**config.mk**
```make
export PLATFORM = sky130hd
export DESIGN_NAME = ap_fetch
export DESIGN_NICKNAME = d
export VERILOG_FILES = /design/src/hdl/ap_pkg.sv /design/src/hdl/ap_fetch.sv
export SDC_FILE = /design/constraint.sdc
export NUM_CORES = 2
export LEC_CHECK = 0
export BUFFER_PORTS_ARGS = -buffer_cell sky130_fd_sc_hd__buf_2
export CORE_AREA = 2 2 589 445
export DETAILED_ROUTE_END_ITERATION = 10
export DIE_AREA = 0 0 591 447
export PLACE_DENSITY = 0.76
export SYNTH_ARGS = -nofsm -noshare
export SYNTH_HDL_FRONTEND = slang
export SYNTH_SLANG_ARGS = --single-unit
export TNS_END_PERCENT = 100
```
**constraint.sdc**
```tcl
create_clock -name sys_clk_i -period 3.95 [get_ports sys_clk_i]
set_clock_uncertainty 0.1 [all_clocks]
set_input_delay 0.5925 -clock sys_clk_i [delete_from_list [all_inputs] [get_ports sys_clk_i]]
set_output_delay 0.5925 -clock sys_clk_i [all_outputs]
set_load 0.02 [all_outputs]
```
**src/hdl/ap_pkg.sv**
```systemverilog
package ap_pkg;

    // Instruction field widths, MSB first: opcode, array address, operand 2, memory address
    localparam int OPCODE_W   = 4;
    localparam int CAM_ADDR_W = 8;                 // Row or column index into an array
    localparam int OPRAND2_W  = 2;                 // Array selector
    localparam int MEM_ADDR_W = 16;
    localparam int ISA_W      = OPCODE_W + CAM_ADDR_W + OPRAND2_W + MEM_ADDR_W;

    // Bit positions of the fields inside one instruction
    localparam int MEM_LSB = 0;
    localparam int OPR_LSB = MEM_LSB + MEM_ADDR_W;
    localparam int CAM_LSB = OPR_LSB + OPRAND2_W;
    localparam int OPC_LSB = CAM_LSB + CAM_ADDR_W;

    // Defaults handed down from the top level
    localparam int DATA_WIDTH_DEF = 8;
    localparam int DATA_DEPTH_DEF = 16;            // Twice the width, a column is two words
    localparam int ISA_DEPTH_DEF  = 132;
    localparam int DMEM_DEPTH_DEF = 256;           // Indexed by low memory address bits

    // Opcodes, code 3 is unused
    typedef enum logic [OPCODE_W-1:0] {
        RESET    = 4'd1,   // Clear A, B and R
        RET      = 4'd2,   // End of program
        LOADRBR  = 4'd4,   // Load one row
        LOADCBC  = 4'd5,   // Load one bit column from a word pair
        STORERBR = 4'd6,
        STORECBC = 4'd7,
        COPY     = 4'd8,
        ADD      = 4'd9,
        SUB      = 4'd10,
        TSC      = 4'd11,  // Two's complement negate
        ABS      = 4'd12
    } opcode_e;

    // Array selector in the operand 2 field
    typedef enum logic [OPRAND2_W-1:0] {
        NONE = 2'd0,
        M_A  = 2'd1,
        M_B  = 2'd2,
        M_R  = 2'd3
    } array_sel_e;

    typedef logic [ISA_W-1:0]      instr_t;
    typedef logic [CAM_ADDR_W-1:0] cam_addr_t;
    typedef logic [MEM_ADDR_W-1:0] mem_addr_t;

endpackage

```
**src/hdl/ap_fetch.sv**
```systemverilog
`timescale 1ns/10ps

module ap_fetch import ap_pkg::*; #(
    parameter int ISA_DEPTH = 132
) (
    input  logic                         sys_clk_i,
    input  logic                         rst_n_i,
    input  logic                         start_i,     // One-cycle run pulse
    input  logic                         prog_we_i,   // Host program write
    input  logic [$clog2(ISA_DEPTH)-1:0] prog_addr_i,
    input  instr_t                       prog_data_i,
    input  logic                         stall_i,     // Hold PC and fetched word
    input  logic                         halt_i,      // RET seen in decode
    output instr_t                       f_instr_o,
    output logic                         f_valid_o
);

    localparam int PC_W = $clog2(ISA_DEPTH);

    instr_t            imem [ISA_DEPTH];   // Instruction memory
    logic   [PC_W-1:0] pc;                 // Address of next word to fetch
    logic              running;
    logic              fetch_en;

    // Advance only while running and not held by decode
    assign fetch_en = running && !stall_i && !start_i && !halt_i;

    // Host loads the program while the core is idle
    always_ff @(posedge sys_clk_i) begin
        if (prog_we_i) imem[prog_addr_i] <= prog_data_i;
    end

    always_ff @(posedge sys_clk_i or negedge rst_n_i) begin
        if (!rst_n_i) begin
            pc        <= '0;
            running   <= 1'b0;
            f_valid_o <= 1'b0;
        end else if (start_i) begin   // New run from address 0
            pc        <= '0;
            running   <= 1'b1;
            f_valid_o <= 1'b0;
        end else if (halt_i) begin    // Stops for good until next start
            running   <= 1'b0;
            f_valid_o <= 1'b0;
        end else if (fetch_en) begin
            pc        <= pc + 1'b1;
            f_valid_o <= 1'b1;
        end
    end

    // Fetched word stays put on a stall
    always_ff @(posedge sys_clk_i) begin
        if (fetch_en) f_instr_o <= imem[pc];
    end

endmodule

```
---- Word level (Yosys, flattened, before mapping) ----
Memories as Yosys holds them, arrays and structs flattened. A register that Yosys moved wholly into a read port is not among the register bits.
Index checks and enable logic that the tools add are counted.
word-level totals
  memory bits (read-only) ................. 0
  input bits .............................. 44
  bits in writable memories ............... 3960
  latch bits .............................. 0
  bits in registers ....................... 10
  output and inout port bits .............. 31
  memories kept ........................... 1
  word-level logic and storage cells ...... 26
operators by class
  $add $sub $neg .......................... 1
  shifts and indexed selects .............. 0
  magnitude comparators ................... 0
  mux-type cells .......................... 10
  bitwise operators ....................... 0
  eq/ne operators ......................... 1
  multiply operators ...................... 0
  reduce and logical (&&, ||, !) cells .... 10
  div/mod/pow operators ................... 0
memories
  memory  words  bits a word  read ports  clocked after Yosys merged registers in  wr ports  RTL line        source
  imem    132    30           1           1                                        1         ap_fetch.sv:20  instr_t imem [ISA_DEPTH];
operators with widths
  kind                                                           number
  8-bit two-way mux                                              3
  8-bit by 1-bit adder with 8-bit output, second input constant  1
  1-bit two-way mux                                              7
  2-bit nonzero test                                             2
  1-bit logical AND                                              3
  1-bit logical NOT                                              3
  3-bit nonzero test                                             1
  2-bit != test, second input constant                           1
  2-bit AND reduction                                            1

---- Logic depth before layout (Yosys ltp) ----
  word-level depth ........................ 7
  depth in mapped cells ................... 12
  depth with buffers taken out ............ 6

---- Least setup slack after synthesis ----
Ideal clock, no wire load.
  path kind ............................... input to register
  start ................................... in prog_addr_i[1]
  end ..................................... mem imem[34][0] (netlist name) (enable)
  setup slack ............................. 61 ps
  data required time ...................... 3395 ps
  library setup time ...................... 455 ps
  data arrival time ....................... 3334 ps
  buffers on the path ..................... 1
  stages .................................. 4
  path through ............................ clkbuf_1 -> nor2b_1 -> nand2_1 -> nor3_1
RTL lines
  element             RTL line        source
  start: declaration  ap_fetch.sv:10  input logic [$clog2(ISA_DEPTH)-1:0] prog_addr_i,
  end: declaration    ap_fetch.sv:20
Straight into the memory's write port.

==> run summary <==
Cell Pwr Density -> 474.8 nW/um2
I/O pin cnt -> 75
Cell variety after synth -> 68
final setup TNS -> -0.2403 ns
initial cell density of the core -> 0.5976
num rows -> 162
prevailing post-synth register cell -> edfxtp_1
YS warnings -> 0
first-pass GRT wire length -> 604.3 mm
CTS H-tree lvls -> 5
Setup Viol. Count Final -> 3
share of the synthesized area in the top cell type -> 0.7758
vias in the first global route -> 78974
Final HPWL DP -> 254.5 mm
All-Layer GR Usage -> 0.3285
Via density -> 7.054
share of layout cells above drive strength 1 -> 0.2666
EDFF count, synth -> 3990
fin crit share -> 1.055
Clock Sinks -> 4000
Max IR drop VDD -> 0.4444 mV
synthesized area per cell -> 21.68 um2
grt total ovfl -> 0
CTS Buf Count -> 354
Mapped Cells -> 7122
Chip Height -> 447 um
CTS root buf -> clkbuf_16
crit path DAT -> 4.66 ns
final WL -> 432.7 mm
sequential share of the synthesized area -> 0.7775
maximum clock path buffer count -> 4
Critical R2R Launch -> pc[4]
async set-reset flop share out of synthesis -> 0.002500
Worst Hold Path EP -> imem[47][22]
Fin. Hold Viols -> 0
max incr delay on CP -> 0.90 ns
Post-synth top cells -> 3990 x edfxtp_1, 725 x mux4_2, 680 x mux2i_1, 217 x nor2_1, 154 x a21oi_1
CP dominant cell by count -> a211oi_1
Core Area -> 258400 um2
Port Buffers -> 74
die area -> 264200 um2
via count -> 81019
Worst path top cell family by delay -> compound AO/OA/AOI/OAI gates
HP Start -> prog_data_i[22]
top cells by area, synth -> edfxtp_1 78%, mux4_2 11%, mux2i_1 4.4%
Area Growth Syn to Fin -> 13.40%
drt pass-1 iters -> 7
Clk pwr share -> 0.410
DRT iter0 DRCs -> 15400
CP Capture Type -> flip-flop
run status -> finished with violations
Die W -> 591 um
minimum clock period -> 4.169 ns
Post-Syn Nets -> 7167
worst-path cell chain -> buf_4 -> nand2_1 -> a211oi_1 -> a211oi_1 -> buf_4 -> a211oi_1 -> a211oi_1
Lkg Pwr -> 52.61 nW
Internal -> 0.06640 W
post-layout util -> 0.6776
slowest CP cell -> dfrtp_4
critical path launch point type -> flip-flop
clk_lat worst skew -> 0.89 ns
combinational fraction of design power -> 0.027
CP Data Required Time -> 4.44 ns
fmax -> 0.2399 GHz
most frequent cell after synthesis -> edfxtp_1
R2R setup slack -> -0.22 ns
reg-to-reg endpoint -> f_instr_o[3]
max cap viols -> 0
RePlAce Congestion -> 0.9569
nets@finish -> 7791
post-route DRC violation count -> 0
flops & latches, synth -> 4000
Worst-path clk slew -> 0.06 ns
final slew viol count -> 0
wire per inst -> 37.68 um
ANT nets after route -> 0
Worst-Margin Slew -> 1.394 ns
failing checks -> negative setup slack
NetSw -> 0.01674 W
fin worst setup slack -> -0.2187 ns
Worst slew margin -> 0.06507
Reg power frac -> 0.563
WS Path Type -> reg -> reg
Min-Delay Path Class -> in -> reg
largest net degree at the start of global routing -> 105
sw frac -> 0.2013
WHS Path Cells -> 1
CTS tree -> done
WP buf/inv -> 2
antenna violations before repair -> 34
Worst Path Max Fanout -> 23
Register-to-Register Path Depth -> 7
area leader, netlist -> edfxtp_1
RSZ-0062 raised after global routing -> no
Synth Cell Area -> 154400 um2
==> metrics by stage <==
step | instance area (um2) | power (W) | hold slack, ns | std cells | setup slack, ns
2_1_floorplan | 154400 | 0.04860 | 0.1969 | 7122 | 0.06098
4_1_cts | 175000 | 0.08315 | 0.05527 | 11469 | 0.004114
6_report | 175100 | 0.08314 | 0.09165 | 11486 | -0.2187
3_5_place_dp | 163800 | 0.04992 | 0.3791 | 10830 | -0.2647
5_1_grt | 175100 | 0.08479 | 0.06545 | 11473 | 0.02198
3_3_place_gp | 163800 | 0.04982 | 0.3606 | 10830 | -0.2493
==> layout by cell type, fill, tap and decap left out, types with 81 or more instances in the layout <==
cell type,instances
buf_12,160
buf_4,472
mux4_2,725
nor2_4,120
o21ai_0,97
o221ai_1,89
edfxtp_1,3990
o22ai_1,95
nand2_1,81
mux2i_1,679
a22oi_1,85
a21oi_1,151
clkbuf_16,360
nor2_1,91
a211oi_1,90
==> worst max path at each step <==
stage                    from            end  slack [ns]  cells past startpoint
2_1_floorplan  prog_addr_i[1]    imem[34][0]        0.06                      4
3_3_place_gp            pc[0]  f_instr_o[23]       -0.25                      9
3_5_place_dp            pc[0]  f_instr_o[23]       -0.26                      9
4_1_cts                 pc[0]   f_instr_o[4]       0.004                      9
5_1_grt                 pc[0]   f_instr_o[0]        0.02                      8
6_report                pc[4]   f_instr_o[3]       -0.22                      7
==> state kept, by name, indices dropped and copies added, names as in the netlist <==
signal,flops
imem,3960
running,1
f_instr_o,30
pc,8
f_valid_o,1
==> worst reg2reg max path: stages (launching register included) <==
cell,delay (ns)
dfrtp_4,0.90
buf_4,0.55
nand2_1,0.56
a211oi_1,0.69
a211oi_1,0.11
buf_4,0.17
a211oi_1,0.70
a211oi_1,0.10
==> timing repair <==
item | 4_1_cts | 5_1_grt
setup endpoints to repair | 6 | 10
hold buffers | 3 | 0
hold endpoints to repair | 16 | 0
buffers inserted | 0 | 1
resized for setup | 7 | 8
==> power groups by stage <==
stage	logic (W)	registers [W]	clock network, W
after detailed placement	0.00220	0.0477	0
final	0.00226	0.0468	0.0341
after global routing	0.00234	0.0468	0.0357
after CTS	0.00222	0.0468	0.0341
after floorplan	0.000890	0.0477	0
after global placement	0.00211	0.0477	0
==> metal layers <==
| metal | wire (um) | GRT usage |
|---|---|---|
| met1 | 148500 | 0.4636 |
| met2 | 193100 | 0.4796 |
| met4 | 19670 | 0.1284 |
| met5 | 470 | 0 |
| met3 | 71080 | 0.1098 |
==> layout make-up <==
cell class,count,area (um2)
inverters,23,86.33
well taps,3444,4309
clock inverters,213,1929
flip-flops and latches,4000,120100
diodes,16,40.04
repair buffers,680,7012
fillers,15243,83310
clock buffers,423,9265
multi-input cells,2687,32390
==> logic make-up (layout without fill, tap and decap cells) <==
| group | after synthesis | in the layout | share of synthesized area |
|---|---|---|---|
| flops | 4000 | 4000 | 0.7775 |
| xor+xnor | 6 | 6 | 0.0003403 |
| buf+inv | 435 | 1339 | 0.01988 |
| mux | 1455 | 1455 | 0.1535 |
| simple gates | 431 | 431 | 0.01262 |
| compound gates | 794 | 794 | 0.03616 |
| other cells | 0 | 16 | 0 |
| fa+ha+maj | 1 | 1 | 0.00008101 |
No activity file was read; power rests on OpenSTA's default activity.
