<file path="src/hdl/ap_pkg.sv">
package ap_pkg;

    // Instruction field widths, MSB first: opcode, array address, operand 2, memory address
    localparam int OPCODE_W   = 4;
    localparam int CAM_ADDR_W = 8;                 // Row or column index into an array
    localparam int OPRAND2_W  = 2;                 // Array selector
    localparam int MEM_ADDR_W = 16;
    localparam int ISA_W      = OPCODE_W + CAM_ADDR_W + OPRAND2_W + MEM_ADDR_W;

    // Bit positions of the fields inside one instruction
    localparam int MEM_LSB = 0;
    localparam int OPR_LSB = MEM_LSB + MEM_ADDR_W;
    localparam int CAM_LSB = OPR_LSB + OPRAND2_W;
    localparam int OPC_LSB = CAM_LSB + CAM_ADDR_W;

    // Defaults handed down from the top level
    localparam int DATA_WIDTH_DEF = 8;
    localparam int DATA_DEPTH_DEF = 16;            // Twice the width, a column is two words
    localparam int ISA_DEPTH_DEF  = 132;
    localparam int DMEM_DEPTH_DEF = 256;           // Indexed by low memory address bits

    // Opcodes, code 3 is unused
    typedef enum logic [OPCODE_W-1:0] {
        RESET    = 4'd1,   // Clear A, B and R
        RET      = 4'd2,   // End of program
        LOADRBR  = 4'd4,   // Load one row
        LOADCBC  = 4'd5,   // Load one bit column from a word pair
        STORERBR = 4'd6,
        STORECBC = 4'd7,
        COPY     = 4'd8,
        ADD      = 4'd9,
        SUB      = 4'd10,
        TSC      = 4'd11,  // Two's complement negate
        ABS      = 4'd12
    } opcode_e;

    // Array selector in the operand 2 field
    typedef enum logic [OPRAND2_W-1:0] {
        NONE = 2'd0,
        M_A  = 2'd1,
        M_B  = 2'd2,
        M_R  = 2'd3
    } array_sel_e;

    typedef logic [ISA_W-1:0]      instr_t;
    typedef logic [CAM_ADDR_W-1:0] cam_addr_t;
    typedef logic [MEM_ADDR_W-1:0] mem_addr_t;

endpackage

</file>
<file path="src/hdl/ap_decode.sv">
`timescale 1ns/10ps

module ap_decode import ap_pkg::*; (
    input  logic       sys_clk_i,
    input  logic       rst_n_i,
    input  logic       start_i,
    input  instr_t     f_instr_i,
    input  logic       f_valid_i,
    output logic       stall_o,      // Load waits for an older store
    output logic       halt_o,       // RET accepted, no more fetching
    output logic       d_valid_o,
    output opcode_e    d_opcode_o,
    output cam_addr_t  d_cam_addr_o,
    output array_sel_e d_sel_o,
    output mem_addr_t  d_mem_addr_o
);

    opcode_e f_opcode;
    logic    f_is_load;
    logic    f_take;        // Instruction moves into decode this cycle
    logic    st_in_dec;     // Store in the decoded register
    logic    st_in_opr;     // Same store one stage later

    assign f_opcode  = opcode_e'(f_instr_i[OPC_LSB +: OPCODE_W]);
    assign f_is_load = (f_opcode == LOADRBR) || (f_opcode == LOADCBC);

    assign st_in_dec = d_valid_o && ((d_opcode_o == STORERBR) || (d_opcode_o == STORECBC));

    // A store writes memory three edges after it leaves decode
    // so a load behind it waits until its read comes after that write
    assign stall_o = f_valid_i && !halt_o && f_is_load && (st_in_dec || st_in_opr);

    // Words fetched after RET are dropped here
    assign f_take = f_valid_i && !halt_o && !stall_o;

    always_ff @(posedge sys_clk_i or negedge rst_n_i) begin
        if (!rst_n_i) begin
            d_valid_o <= 1'b0;
            halt_o    <= 1'b0;
            st_in_opr <= 1'b0;
        end else if (start_i) begin   // Fresh run
            d_valid_o <= 1'b0;
            halt_o    <= 1'b0;
            st_in_opr <= 1'b0;
        end else begin
            d_valid_o <= f_take;       // Bubble on stall
            halt_o    <= halt_o || (f_take && (f_opcode == RET));
            st_in_opr <= st_in_dec;
        end
    end

    // Field split, held while nothing new comes in
    always_ff @(posedge sys_clk_i) begin
        if (f_take) begin
            d_opcode_o   <= f_opcode;
            d_cam_addr_o <= f_instr_i[CAM_LSB +: CAM_ADDR_W];
            d_sel_o      <= array_sel_e'(f_instr_i[OPR_LSB +: OPRAND2_W]);
            d_mem_addr_o <= f_instr_i[MEM_LSB +: MEM_ADDR_W];
        end
    end

endmodule

</file>
<file path="config.mk">
export PLATFORM = sky130hd
export DESIGN_NAME = ap_decode
export DESIGN_NICKNAME = d
export VERILOG_FILES = /design/src/hdl/ap_pkg.sv /design/src/hdl/ap_decode.sv
export SDC_FILE = /design/constraint.sdc
export NUM_CORES = 1
export LEC_CHECK = 0
export BUFFER_PORTS_ARGS = -buffer_cell sky130_fd_sc_hd__buf_2
export CAP_MARGIN = 15
export CORE_MARGIN = 2
export CORE_UTILIZATION = 41
export DETAILED_ROUTE_END_ITERATION = 6
export GPL_TIMING_DRIVEN = 1
export PLACE_DENSITY = 0.77
export SLEW_MARGIN = 5
export SYNTH_ARGS = -nofsm -noshare
export SYNTH_HDL_FRONTEND = slang
export SYNTH_SLANG_ARGS = --single-unit
</file>
<file path="constraint.sdc">
create_clock -name sys_clk_i -period 2.7 [get_ports sys_clk_i]
set_input_delay 0.405 -clock sys_clk_i [delete_from_list [all_inputs] [get_ports sys_clk_i]]
set_output_delay 0.405 -clock sys_clk_i [all_outputs]
set_load 0.01 [all_outputs]
</file>
### Yosys cells after proc, flatten, opt, wreduce, memory -nomap -nowiden

Index checks and enable logic that the tools add are counted.

* input bits: 34
* output and inout bits: 33
* bits in registers: 33
* memories: 0
* ROM bits: 0
* bits in latches: 0
* bits in writable memories: 0

* divide/modulo/power cells: 0
* bitwise logic cells: 0
* order comparisons: 0
* multiply operators: 0
* equal/unequal tests: 5
* add/subtract/negate cells: 0
* shift operators: 0
* reduce and logical (&&, ||, !) cells: 12
* multiplexer cells: 3

Operators by type and width (number)
* 4-bit by 3-bit == test with 1-bit output, second input constant: 4
* 1-bit logical AND: 6
* 4-bit by 2-bit == test with 1-bit output, second input constant: 1
* 1-bit logical OR: 4
* 1-bit 2-to-1 mux: 3
* 1-bit zero test: 2

### Depth between registers and ports, before layout

* depth in word-level cells: 10
* gate-level depth with buffers: 3
* gate-level depth less buffers: 3

### Least setup slack after synthesis

No wires, ideal clock.

* path type: reg2reg
* from: register d_opcode_o[1]
* to: register d_cam_addr_o[0], enable pin
* stages on the path, launching flop included: 4
* library setup time: 0.417 ns
* required time: 2.283 ns
* path slack: 0.323 ns
* arrival: 1.960 ns
* path buffers: 0
* cell sequence: edfxtp_1 -> nand4b_4 -> a2111oi_4 -> nor2_1

* word-level cells in the longest chain between the ends: 7
* elaborated cells between the ends (all ways): 8
* those cells by class: 2 x eq/ne; 6 x reduce/logical

Ends and longest elaborated chain
* from (decl): line ap_decode.sv:12 `output opcode_e d_opcode_o,`
* from (signal assigned): line ap_decode.sv:55 `d_opcode_o <= f_opcode;`
* 4-bit by 3-bit == test with 1-bit output: line ap_decode.sv:27 `assign st_in_dec = d_valid_o && ((d_opcode_o == STORERBR) || (d_opcode_o == STORECBC));`
* 1-bit logical OR (*): line ap_decode.sv:27
* 1-bit logical AND (*): line ap_decode.sv:27
* 1-bit logical OR (*): line ap_decode.sv:31 `assign stall_o = f_valid_i && !halt_o && f_is_load && (st_in_dec || st_in_opr);`
* 1-bit logical AND (*): line ap_decode.sv:31
* 1-bit zero test (*): line ap_decode.sv:34 `assign f_take = f_valid_i && !halt_o && !stall_o;`
* 1-bit logical AND (*): line ap_decode.sv:34
* via f_take: line ap_decode.sv:20 `logic f_take;`
* to (signal assigned): line ap_decode.sv:56 `d_cam_addr_o <= f_instr_i[CAM_LSB +: CAM_ADDR_W];`
* to (decl): line ap_decode.sv:13 `output cam_addr_t d_cam_addr_o,`

The timed path passes the listed nets; every way through them passes the cells marked *.
A chain may end at the register's enable or synchronous reset.

### Final worst setup path

* from: register d_opcode_o[3]
* to: output stall_o

* word-level cells in the longest chain between the ends: 5
* elaborated cells between the ends (all ways): 6
* those cells by class: 2 x eq/ne; 4 x reduce/logical

Ends and longest elaborated chain
* 4-bit by 3-bit == test with 1-bit output: line ap_decode.sv:27
* 1-bit logical OR (*): line ap_decode.sv:27
* 1-bit logical AND (*): line ap_decode.sv:27
* 1-bit logical OR (*): line ap_decode.sv:31
* 1-bit logical AND (*): line ap_decode.sv:31
* to (decl): line ap_decode.sv:9 `output logic stall_o,`

Every way passes the cells marked *; elsewhere a longest branch is shown, timed or not.

==> metrics.md <==
| Metric | Value |
|---|---|
| Cell count after placement | `between 100 and 150` |
| CP Buf/Inv Count | `1` |
| Root Driver | `clkbuf_4` |
| Status | `finished, final reports clean` |
| Mapped Nets | `79` |
| Largest net degree at the start of global routing | `31` |
| Skew final | `between 0.008 and 0.009 ns` |
| Most common cell after layout, fill and taps aside | `buf_2` |
| Slew headroom | `about three quarters` |
| Grt ovf | `0` |
| M2 GR Usage | `21.3%` |
| Total power divided by cell area | `667 mW/mm^2` |
| Vias per cell | `about 4.6` |
| Crit path required time | `between 2 and 2.5 ns` |
| Final setup fails | `0` |
| Minimum clock period | `roughly 2.1 ns` |
| Post_cts resized | `0` |
| Htree depth | `2` |
| Mapped cell area | `0.00108 sq mm` |
| Via Count | `688` |
| Clock Latency Late Sink | `between 0.3 and 0.4 ns` |
| GRT Total Usage | `between 10 and 15%` |
| Leakage | `around 0.7 nW` |
| RePlAce Congestion | `roughly 0.70` |
| Vias in the first global route | `680` |
| Mapped Avg Cell Area | `between 20 and 25 sq um` |
| Setup CP Type | `flop to output pin` |
| Crit path cell chain | `nand4b_4 -> a2111oi_4 -> nor2b_1 -> buf_2` |
| Initial DRC Count | `15` |
| DP Wirelength | `1580 um` |
| Clock transition at path regs | `roughly 0.10 ns` |
| RSZ-0062 raised after global routing | `no` |
| Fillers | `approximately 190` |
| Total power draw | `between 1 and 1.5 mW` |
| Area of the multi-input gates | `97.6 sq um` |
| IO Port Bufs | `66` |
| Initial antenna violation count | `0` |
| Dominant cell type by area after synthesis | `edfxtp_1` |
| Worst vdd ir | `477 uV` |
| Register area share after synthesis | `roughly 90%` |
| Max clock buf depth | `2` |
| YS warnings | `0` |
| CP Max Fanout | `3` |
| Fin Setup TNS | `0 ns` |
| Routed len/inst | `about 14 um` |
| Seq. cell area | `around 980 sq um` |
| Most frequent cells in the layout | `buf_2, edfxtp_1, clkbuf_4` |
| CTS tree | `done` |
| DRT Pass-1 Iters | `4` |
| Synth top area cells | `edfxtp_1, dfrtp_1, a2111oi_4` |
| First-pass GRT wire length | `between 3000 and 4000 um` |
| Met1 Use GR | `between 10% and 20%` |
| Critical path endpoint category | `output pin` |
| Total of max-cap violations | `0` |
| Post-route ant nets | `0` |
| Die area | `approximately 0.003 sq mm` |
| Layout cell share with drive strength beyond 1 | `between 60% and 70%` |
| Core Rows | `18` |
| CP Data Arrival Time | `between 1.5 and 2 ns` |
| Initial core utilization | `43.5%` |
| Period utilization | `around three quarters` |
| Top cell type's share of synthesized area | `between 80% and 90%` |
| Grt peak-use layer | `met2` |
| Cell Count, Final, Fillers Out | `roughly 150` |
| Core ar. | `~0.0025 sq mm` |
| ANT cells | `0` |
| Cell family with most CP delay | `compound AO/OA/AOI/OAI gates` |
| CTS Buf Count | `5` |
| Fin nets | `154` |
| FF+latch count, synth | `33` |
| Area Growth Syn to Fin | `42.9%` |
| IO Count | `between 60 and 70` |
| Post-route DRC | `0` |
| Yosys cell types | `11` |
| Worst slew pin tran | `about 0.38 ns` |
| Worst setup SP type | `flop` |
| Fin util | `62.2%` |
| Slew Limit Fails | `0` |
| Die width | `~55 um` |
| Syn Inst Count | `45` |
| Met3 GRT Util | `around 8.4%` |
| Fmax | `around 0.48 GHz` |
| Slowest CP cell | `a2111oi_4` |
| Die height | `~55 um` |
| Clock Sink Count | `33` |
| Critical path's largest stage delay | `0.42 ns` |
| Routed wire length | `between 2000 and 2500 um` |
| Hold crit path type | `input pin to flop` |
| Endpoints failing hold | `0` |
## metal layers
| layer | wire [um] | up-vias |
|---|---|---|
| met4 | 29 | 0 |
| met5 | 0 | - |
| met1 | 829 | 315 |
| met3 | 235 | 4 |
| li1 | - | 324 |
| met2 | 977 | 45 |
## cells in the mapped netlist
master	n
dfrtp_1	3
nor3_1	1
nor2b_1	1
edfxtp_1	30
nand4b_4	1
nor2_1	3
a21oi_1	1
inv_1	2
nor4bb_1	1
a2111oi_4	1
nand2b_1	1
## cell type report
cell class,instances,area share [%]
clock inverters,2,2.19
repair buffers,68,22.6
clock buffers,6,2.68
flip-flops and latches,33,63.3
inverters,2,0.487
well taps,30,2.44
multi-input cells,10,6.33
## timing repair
action	CTS	global route
hold buffers	1	0
hold endpoints to repair	3	0
buffers inserted	0	0
## sequential cells by signal, summed over array words and instances (netlist names)
| name | count |
|---|---|
| d_valid_o | 1 |
| d_sel_o | 2 |
| d_opcode_o | 4 |
| halt_o | 1 |
| d_cam_addr_o | 8 |
| d_mem_addr_o | 16 |
| st_in_opr | 1 |
## report_power, final
group | switching [mW] | internal (mW)
Sequential | 0.00804 | 0.590
Combinational | 0.0458 | 0.0391
Clock | 0.152 | 0.193
Total | 0.206 | 0.822
## worst paths after layout
check,startpoint,endpoint,slack [ns],cells past startpoint
min in group asynchronous,rst_n_i,d_valid_o,0.41,2
max in group asynchronous,rst_n_i,halt_o,2.18,2
setup / recovery,d_opcode_o[3],stall_o,0.63,4
hold reg to reg,halt_o,halt_o,0.53,2
setup reg to reg,d_opcode_o[3],d_mem_addr_o[1],1.09,4
hold / removal,f_instr_i[24],d_cam_addr_o[6],0.25,1
## cells by family (layout without fill, tap and decap cells)
| family | count (synthesis) | in the layout | share of synthesized area [%] |
|---|---|---|---|
| buffers and inverters | 2 | 78 | 0.696 |
| and+or+nand+nor | 8 | 8 | 5.80 |
| DFF | 33 | 33 | 90.5 |
| AOI/OAI and AO/OA | 2 | 2 | 3.02 |
## stage by stage
| step | area (sq um) | hold WS (ns) | worst slack (ns) |
|---|---|---|---|
| finish | 1540 | 0.247 | 0.635 |
| global route | 1540 | 0.211 | 0.537 |
| CTS | 1540 | 0.228 | 0.623 |
| detailed placement | 1460 | 0.210 | 1.00 |
| global placement | 1460 | 0.204 | 1.04 |
| floorplan | 1080 | 0.109 | 0.323 |
No activity file was read; power rests on OpenSTA's default activity.
