<file path="src/hdl/ap_pkg.sv">
package ap_pkg;

    // Instruction field widths, MSB first: opcode, array address, operand 2, memory address
    localparam int OPCODE_W   = 4;
    localparam int CAM_ADDR_W = 8;                 // Row or column index into an array
    localparam int OPRAND2_W  = 2;                 // Array selector
    localparam int MEM_ADDR_W = 16;
    localparam int ISA_W      = OPCODE_W + CAM_ADDR_W + OPRAND2_W + MEM_ADDR_W;

    // Bit positions of the fields inside one instruction
    localparam int MEM_LSB = 0;
    localparam int OPR_LSB = MEM_LSB + MEM_ADDR_W;
    localparam int CAM_LSB = OPR_LSB + OPRAND2_W;
    localparam int OPC_LSB = CAM_LSB + CAM_ADDR_W;

    // Defaults handed down from the top level
    localparam int DATA_WIDTH_DEF = 8;
    localparam int DATA_DEPTH_DEF = 16;            // Twice the width, a column is two words
    localparam int ISA_DEPTH_DEF  = 132;
    localparam int DMEM_DEPTH_DEF = 256;           // Indexed by low memory address bits

    // Opcodes, code 3 is unused
    typedef enum logic [OPCODE_W-1:0] {
        RESET    = 4'd1,   // Clear A, B and R
        RET      = 4'd2,   // End of program
        LOADRBR  = 4'd4,   // Load one row
        LOADCBC  = 4'd5,   // Load one bit column from a word pair
        STORERBR = 4'd6,
        STORECBC = 4'd7,
        COPY     = 4'd8,
        ADD      = 4'd9,
        SUB      = 4'd10,
        TSC      = 4'd11,  // Two's complement negate
        ABS      = 4'd12
    } opcode_e;

    // Array selector in the operand 2 field
    typedef enum logic [OPRAND2_W-1:0] {
        NONE = 2'd0,
        M_A  = 2'd1,
        M_B  = 2'd2,
        M_R  = 2'd3
    } array_sel_e;

    typedef logic [ISA_W-1:0]      instr_t;
    typedef logic [CAM_ADDR_W-1:0] cam_addr_t;
    typedef logic [MEM_ADDR_W-1:0] mem_addr_t;

endpackage

</file>
<file path="src/hdl/ap_array.sv">
`timescale 1ns/10ps

module ap_array import ap_pkg::*; #(
    parameter int DATA_WIDTH = 8,
    parameter int DATA_DEPTH = 16    // Must be 2 * DATA_WIDTH
) (
    input  logic                  sys_clk_i,
    input  logic                  rst_n_i,
    input  logic                  start_i,
    input  logic                  d_valid_i,
    input  opcode_e               d_opcode_i,
    input  cam_addr_t             d_cam_addr_i,
    input  array_sel_e            d_sel_i,
    input  mem_addr_t             d_mem_addr_i,
    input  logic [DATA_WIDTH-1:0] rd_word0_i,
    input  logic [DATA_WIDTH-1:0] rd_word1_i,
    output logic                  st_we_o,
    output logic                  st_pair_o,
    output mem_addr_t             st_addr_o,
    output logic [DATA_WIDTH-1:0] st_word0_o,
    output logic [DATA_WIDTH-1:0] st_word1_o,
    output logic                  done_o
);

    localparam int ROW_W = $clog2(DATA_DEPTH);
    localparam int COL_W = $clog2(DATA_WIDTH);

    logic [DATA_WIDTH-1:0] arr [1:3][DATA_DEPTH];   // A, B, R by selector code

    // Operand-read stage, lines up with the memory read data
    logic       e_valid;
    opcode_e    e_opcode;
    cam_addr_t  e_cam_addr;
    array_sel_e e_sel;
    mem_addr_t  e_mem_addr;

    logic [ROW_W-1:0]      row_idx;
    logic [COL_W-1:0]      col_idx;
    array_sel_e            cp_src;     // COPY source from low address bits
    logic [DATA_WIDTH-1:0] sel_row;
    logic [DATA_WIDTH-1:0] col_lo;     // Rows 0 to W-1 of a column
    logic [DATA_WIDTH-1:0] col_hi;     // Rows W to 2W-1
    logic                  ret_exec;   // RET went through execute

    assign row_idx = e_cam_addr[ROW_W-1:0];
    assign col_idx = e_cam_addr[COL_W-1:0];
    assign cp_src  = array_sel_e'(e_cam_addr[1:0]);

    always_ff @(posedge sys_clk_i or negedge rst_n_i) begin
        if (!rst_n_i) begin
            e_valid  <= 1'b0;
            ret_exec <= 1'b0;
            done_o   <= 1'b0;
            st_we_o  <= 1'b0;
        end else if (start_i) begin
            e_valid  <= 1'b0;
            ret_exec <= 1'b0;
            done_o   <= 1'b0;
            st_we_o  <= 1'b0;
        end else begin
            e_valid  <= d_valid_i;
            ret_exec <= e_valid && (e_opcode == RET);
            done_o   <= done_o || ret_exec;   // Last store has landed by now
            st_we_o  <= e_valid && (e_sel != NONE) &&
                        ((e_opcode == STORERBR) || (e_opcode == STORECBC));
        end
    end

    always_ff @(posedge sys_clk_i) begin
        e_opcode   <= d_opcode_i;
        e_cam_addr <= d_cam_addr_i;
        e_sel      <= d_sel_i;
        e_mem_addr <= d_mem_addr_i;
    end

    // Row and column views of the selected array
    always_comb begin
        sel_row = '0;
        col_lo  = '0;
        col_hi  = '0;
        if (e_sel != NONE) begin
            sel_row = arr[e_sel][row_idx];
            for (int r = 0; r < DATA_WIDTH; r++) begin
                col_lo[r] = arr[e_sel][r][col_idx];
                col_hi[r] = arr[e_sel][r + DATA_WIDTH][col_idx];
            end
        end
    end

    // Store data, written to memory on the next edge
    always_ff @(posedge sys_clk_i) begin
        st_pair_o  <= (e_opcode == STORECBC);
        st_addr_o  <= e_mem_addr;
        st_word0_o <= (e_opcode == STORECBC) ? col_lo : sel_row;
        st_word1_o <= col_hi;
    end

    // Execute, every row in the same cycle
    always_ff @(posedge sys_clk_i) begin
        if (e_valid) begin
            case (e_opcode)
                RESET: begin
                    for (int r = 0; r < DATA_DEPTH; r++) begin
                        arr[M_A][r] <= '0;
                        arr[M_B][r] <= '0;
                        arr[M_R][r] <= '0;
                    end
                end
                LOADRBR: begin
                    if (e_sel != NONE) arr[e_sel][row_idx] <= rd_word0_i;
                end
                LOADCBC: begin
                    if (e_sel != NONE) begin
                        for (int r = 0; r < DATA_WIDTH; r++) begin
                            arr[e_sel][r][col_idx]              <= rd_word0_i[r];
                            arr[e_sel][r + DATA_WIDTH][col_idx] <= rd_word1_i[r];
                        end
                    end
                end
                COPY: begin   // Destination is operand 2
                    if ((e_sel != NONE) && (cp_src != NONE)) begin
                        for (int r = 0; r < DATA_DEPTH; r++) arr[e_sel][r] <= arr[cp_src][r];
                    end
                end
                ADD: begin
                    for (int r = 0; r < DATA_DEPTH; r++) arr[M_R][r] <= arr[M_A][r] + arr[M_B][r];
                end
                SUB: begin
                    for (int r = 0; r < DATA_DEPTH; r++) arr[M_R][r] <= arr[M_A][r] - arr[M_B][r];
                end
                TSC: begin
                    for (int r = 0; r < DATA_DEPTH; r++) arr[M_R][r] <= -arr[M_A][r];
                end
                ABS: begin    // Most negative value wraps onto itself
                    for (int r = 0; r < DATA_DEPTH; r++) begin
                        arr[M_R][r] <= arr[M_A][r][DATA_WIDTH-1] ? -arr[M_A][r] : arr[M_A][r];
                    end
                end
                default: ;    // RET and stores leave the arrays alone
            endcase
        end
    end

endmodule

</file>
<file path="config.mk">
export PLATFORM = sky130hd
export DESIGN_NAME = ap_array
export DESIGN_NICKNAME = d
export VERILOG_FILES = /design/src/hdl/ap_pkg.sv /design/src/hdl/ap_array.sv
export SDC_FILE = /design/constraint.sdc
export NUM_CORES = 2
export LEC_CHECK = 0
export ABC_CLOCK_PERIOD_IN_PS = 2500
export CORE_MARGIN = 2
export CORE_UTILIZATION = 40
export CTS_CLUSTER_SIZE = 8
export DETAILED_ROUTE_END_ITERATION = 16
export DONT_BUFFER_PORTS = 1
export GPL_ROUTABILITY_DRIVEN = 0
export PLACE_DENSITY = 0.63
export SETUP_SLACK_MARGIN = 0.15
export SYNTH_ARGS = -nofsm -noshare
export SYNTH_HDL_FRONTEND = slang
export SYNTH_SLANG_ARGS = --single-unit
</file>
<file path="constraint.sdc">
create_clock -name sys_clk_i -period 2.5 [get_ports sys_clk_i]
set_input_delay 0.125 -clock sys_clk_i [delete_from_list [all_inputs] [get_ports sys_clk_i]]
set_output_delay 0.125 -clock sys_clk_i [all_outputs]
set_load 0.02 [all_outputs]
</file>
; ---- Word-level counts from Yosys, hierarchy flattened
; Memory sizes are Yosys's and may differ from the RTL's. A register that Yosys moved wholly into a read port is not among the register bits.
; Index checks and enable logic that the tools add are counted.
[totals]
mem_count = 1
mem_bits_rw = 384
register_bits = 63
out_inout_bits = 35
[classes]
add_sub_neg = 48
n_eq_ne = 11
n_reduce_logical = 11
bitwise = 321
n_mux = 411
magnitude_cmp = 4
[memory_table]
columns = name, words, width, rd, rd_clocked_by_memory_dff, write_ports, line_no
row1 = arr, 3, 128, 4, 2, 3, ap_array.sv:28  ; logic [DATA_WIDTH-1:0] arr [1:3][DATA_DEPTH];
[op_table]
columns = operator, count
row1 = 2-to-1 mux 8 bit, 87
row2 = 2-to-1 mux 128 bit, 3
row3 = OR 1 bit, 320
row4 = 2-to-1 mux 1 bit, 301
row5 = adder 8 bit, 16
row6 = negation 8 bit, 16
row7 = OR reduction 128 bit, 1
row8 = subtractor 8 bit, 16
row9 = binary-select mux 1 bit (select 3 bit), 16
row10 = binary-select mux 8 bit (select 4 bit), 1
row11 = demux 8 bit (select 4 bit), 1
row12 = equality test 4 bit (second input constant), 5
row13 = equality test 4 x 3 -> 1 bit (second input constant), 4
row14 = logical AND 1 bit, 6
row15 = >= comparator 5 bit (second input constant), 1
row16 = less-than comparator 5 x 1 -> 1 bit (second input constant), 1
row17 = inverter 4 -> 5 bit, 1
row18 = equality test 4 x 1 -> 1 bit (second input constant), 1
row19 = equality test 4 x 2 -> 1 bit (second input constant), 1
row20 = less-than comparator 3 x 4 -> 1 bit (second input constant), 1
row21 = nonzero test 2 bit, 2
row22 = demux 1 bit (select 3 bit), 1
row23 = >= comparator 3 x 1 -> 1 bit (second input constant), 1
row24 = logical OR 1 bit, 2
row25 = 2-to-1 mux 2 bit, 1

; ---- Logic depth before layout (Yosys ltp)
[logic_depth]
word_depth = 10
depth_mapped = 11
depth_no_buf = 11

; ---- Least setup slack after synthesis
; OpenSTA, ideal clock, no wires.
[synth_timing]
path_type = reg2reg
from = memory arr[1][84] in the netlist's numbering
to = memory arr[3][87] in the netlist's numbering, data pin
stages_incl_launch_ff = 10
path_slack_ps = -187
period_less_slack_ps = 2687
n_path_buf = 1
arrival_ps = 2417
path_cell_list = edfxtp_1 > ha_1 > clkbuf_1 > inv_1 > and3_1 > a2111oi_0 > a21oi_1 > xor2_1 > a221oi_1 > o32ai_1
[synth_lines]
columns = element, line_no
row1 = "start, declared", ap_array.sv:28

; ---- Worst setup path after layout
[layout_timing]
from = register e_cam_addr[1]
to = register st_word0_o[4]
[layout_via]
elab_chain_cells = 6
[layout_rtl]
columns = element, line_no
row1 = "start, declared", ap_array.sv:33  ; cam_addr_t e_cam_addr;
row2 = "start signal, assigned", ap_array.sv:71  ; e_cam_addr <= d_cam_addr_i;
row3 = inverter 4 -> 5 bit (implied by the code), ap_array.sv:82  ; sel_row = arr[e_sel][row_idx];
row4 = binary-select mux 8 bit (select 4 bit), ap_array.sv:82
row5 = 2-to-1 mux 8 bit (implied by the code) (2 in a row), ap_array.sv:82
row6 = 2-to-1 mux 8 bit, ap_array.sv:81  ; if (e_sel != NONE) begin
row7 = 2-to-1 mux 8 bit (*), ap_array.sv:94  ; st_word0_o <= (e_opcode == STORECBC) ? col_lo : sel_row;
row8 = "end signal, assigned", ap_array.sv:94
row9 = "end, declared", ap_array.sv:20  ; output logic [DATA_WIDTH-1:0] st_word0_o,
; Every way passes the cells marked *; elsewhere a longest branch is shown, timed or not. The select of a mux whose other input is x is not followed.
; A chain may end at the register's enable or synchronous reset.

==> metrics <==
run status=complete, but fails checks; failing checks=hold timing, setup timing; area growth from synthesis to layout=31.3%; share of cells above drive strength 1=30.1%; Pleak=24.0 nW; Internal=18.9 mW; peak supply drop=0.454 mV; share of async-settable or async-resettable flops after synthesis=0.696%; startpoint class of the critical path=flop; final clock period utilization by the worst path=102%; Placement Rows=126; worst min-delay path category=primary input to flop; total via count in the routed design=48.5k; global route total overflow=0; Synth Area per Inst=9.24 um2; aggregate global-route resource usage=32.8%; Period minus WS final=2540 ps; largest stage delay on the critical path=490 ps; buffer depth of the longest clock path=3; Fill cells=10.4k; minimum setup slack among reg-to-reg paths=-40 ps; post-DR wirelength/cell=28.5 um; y dimension of the die=348 um; number of nets at the end of the flow=6165; Critical Path Sink Type=flop; die area=121000 um2; Detail Placement HPWL=138 mm; number of max-capacitance violations reported=0; clock transition at the register clock pins on the worst setup and hold paths after CTS=60 ps; count of state elements after synthesis=575; Net Sw Frac=28.7%; Sequential Power Share=41.4%; area after detailed placement=54400 um2; post-placement setup slack=-192 ps; EDFF count, synth=512; Routed WL=212 mm; clock tree from TritonCTS=built; Most used DFF post-synth=edfxtp_1; x dimension of the die=348 um; cell accounting for the most synthesized area=edfxtp_1; pin count of the biggest net entering global routing=131; antenna violations before repair=14; clock sink count=575; standard cell core area=118000 um2; number of cells traversed by the worst hold path=2; final hold violations=31; setup-violating endpoint count in the final report=7; starting utilization of the core area=40.3%; Synthesis Warnings=0; most common cell after layout, fill and taps aside=nor2_1; Top Ports=85; clock network latency to the later pin of the worst-skew pair=700 ps; number of cells on the critical path=9; area of all placed cells without fillers=62300 um2; Crit path top cell by count=buf_4; Area contributors post-synth=edfxtp_1, mux4_2, ha_1, nor2_1, o21ai_0; clock network power share=41.9%; unrepaired setup endpoints after global routing=true; kind of cell with the highest combined delay on the critical path=buffers and inverters; Total Power=26.6 mW; H-Tree Level Count=3; detailed-routing iteration count for the pre-antenna-repair pass=9; setup slack after layout=-42.4 ps; number of unique standard cell types used by synthesis=83; Remaining DRCs=0; critical path class=flop to flop; number of buffers added by the clock tree synthesis step=84; combined area of all synthesized cells=47500 um2; cell-by-cell listing of the critical path=buf_4 > inv_2 > buf_4 > nor2_2 > a22oi_1 > a31oi_1 > a2111oi_2 > buf_4 > nor4_1; relative contribution of combinational cells to total power=16.7%; wire length of the first global-routing pass=296 mm; number of antenna-violating nets in the routed design=0; count of input and output buffers=0; via count of the first global-routing pass=45.9k; post-synth top area share=32.4%; slew at the pin with the worst max-slew slack=1120 ps; share of synthesized area occupied by flip-flops and latches=35.1%; synthesized netlist cell count=5135; 1st-iter DRT viols=7520; headroom to the max-slew limit=24.8%; CP required=3090 ps; Hold Buf Count CTS=62; worst path arrival time=3140 ps; leading cell types in the layout, fill and taps excluded=nor2_1, buf_4, edfxtp_1; average via count per standard cell=6.53; pwr/cell area=427 nW/um2; top achievable clock speed=393 MHz; CP max stage cell=dfxtp_4; logic depth of the worst register-to-register path=9; root buf cell=clkbuf_16; Max Clock Skew=40.3 ps; Max Fanout on Critical Path=15; Core Util, Final=52.8%; net switching power figure=7.63 mW; final worst hold slack=-302 ps; combined buffer and inverter count along the critical path=4; final number of max-transition violations=0
## logic make-up after synthesis
group | after synthesis | synth area share [%]
other | 1 | 0.00790
AO/OA/AOI/OAI | 1545 | 20.9
XOR/XNOR | 200 | 3.69
AND/OR/NAND/NOR | 1569 | 14.1
multiplexers | 295 | 12.6
buffers and inverters | 662 | 5.49
flip-flops | 575 | 35.1
adder cells (fa/ha/maj) | 288 | 8.10
## cells in the mapped netlist, types with 43 or more instances
library cell  number
a221oi_1          63
inv_1            237
o21ai_0          526
mux4_2           242
xnor2_1           92
o221ai_1          90
mux2i_1           44
a21oi_1          320
clkbuf_1         301
buf_2             85
nor2_1           763
a221o_1           43
nand2b_1          67
edfxtp_1         512
nand2_1          486
a22oi_1           53
nor3_1            72
o22ai_1           53
xor2_1           108
a31o_2            95
ha_1             256
dfxtp_1           59
## final timing paths
check                                        end                  start
hold reg to reg             st_addr_o[2]$_DFF_P_  e_mem_addr[2]$_DFF_P_
setup reg to reg           st_word0_o[4]$_DFF_P_  e_cam_addr[1]$_DFF_P_
hold / removal              arr[0][71]$_DFFE_PP_          rd_word0_i[7]
max in group asynchronous      e_valid$_DFF_PN0_                rst_n_i
setup / recovery           st_word0_o[4]$_DFF_P_  e_cam_addr[1]$_DFF_P_
min in group asynchronous       done_o$_DFF_PN0_                rst_n_i
## timing repair
item / in CTS / in global routing
setup endpoints to repair: 436 / 494
gates cloned: 10 / 12
pin swaps: 84 / 205
gates resized for setup: 252 / 393
endpoints found under the hold margin: 507 / 28
buffers inserted: 76 / 107
## flip-flops by register name, summed over array words and instances, names as in the netlist
name / cells
done_o: 1
arr: 512
st_pair_o: 1
st_we_o: 1
e_sel: 2
e_cam_addr: 4
e_opcode: 4
st_addr_o: 16
e_valid: 1
e_mem_addr: 16
st_word0_o: 8
ret_exec: 1
st_word1_o: 8
## stage by stage
step	hold WS [ps]	setup TNS, ps	instances
CTS	-285	0	7302
finish	-302	-89.8	7434
detailed placement	-171	-2390	7010
floorplan	-171	0	5262
global placement	-171	-1500	7010
global route	-291	-66.2	7425
## worst reg2reg max path, delay by kind of cell (launching register included)
kind | cells | cell delay, ps
buffers and inverters | 4 | 810
AOI/OAI and AO/OA | 3 | 530
DFF | 1 | 490
and+or+nand+nor | 2 | 610
## area by class of cell
class,instances,area (um2),share of cell area (%)
Clock buffer,135,2370,3.80
Timing Repair Buffer,902,9230,14.8
Sequential cell,575,16700,26.8
Tap cell,1536,1920,3.08
Antenna cell,13,32.5,0.0522
Clock inverter,9,75.1,0.120
Inverter,239,897,1.44
Multi-Input combinational cell,4025,31100,49.9
## metal layers
metal	GRT usage (%)	up-vias	wire, um
met5	0	-	97
met4	21.4	14	17300
met3	11.6	957	32700
met2	48.6	3791	88500
met1	40.3	23400	73500
li1	-	20300	-
## power by group through the flow
stage                     clock network [mW]  logic (mW)  registers (mW)
final                                   11.1        4.45            11.0
after floorplan                            0        2.19            11.1
after detailed placement                   0        3.63            11.2
after CTS                               11.2        4.02            11.0
after global placement                     0        3.60            11.2
after global routing                    11.5        4.53            11.0
Power figures use the tool's default switching activity.
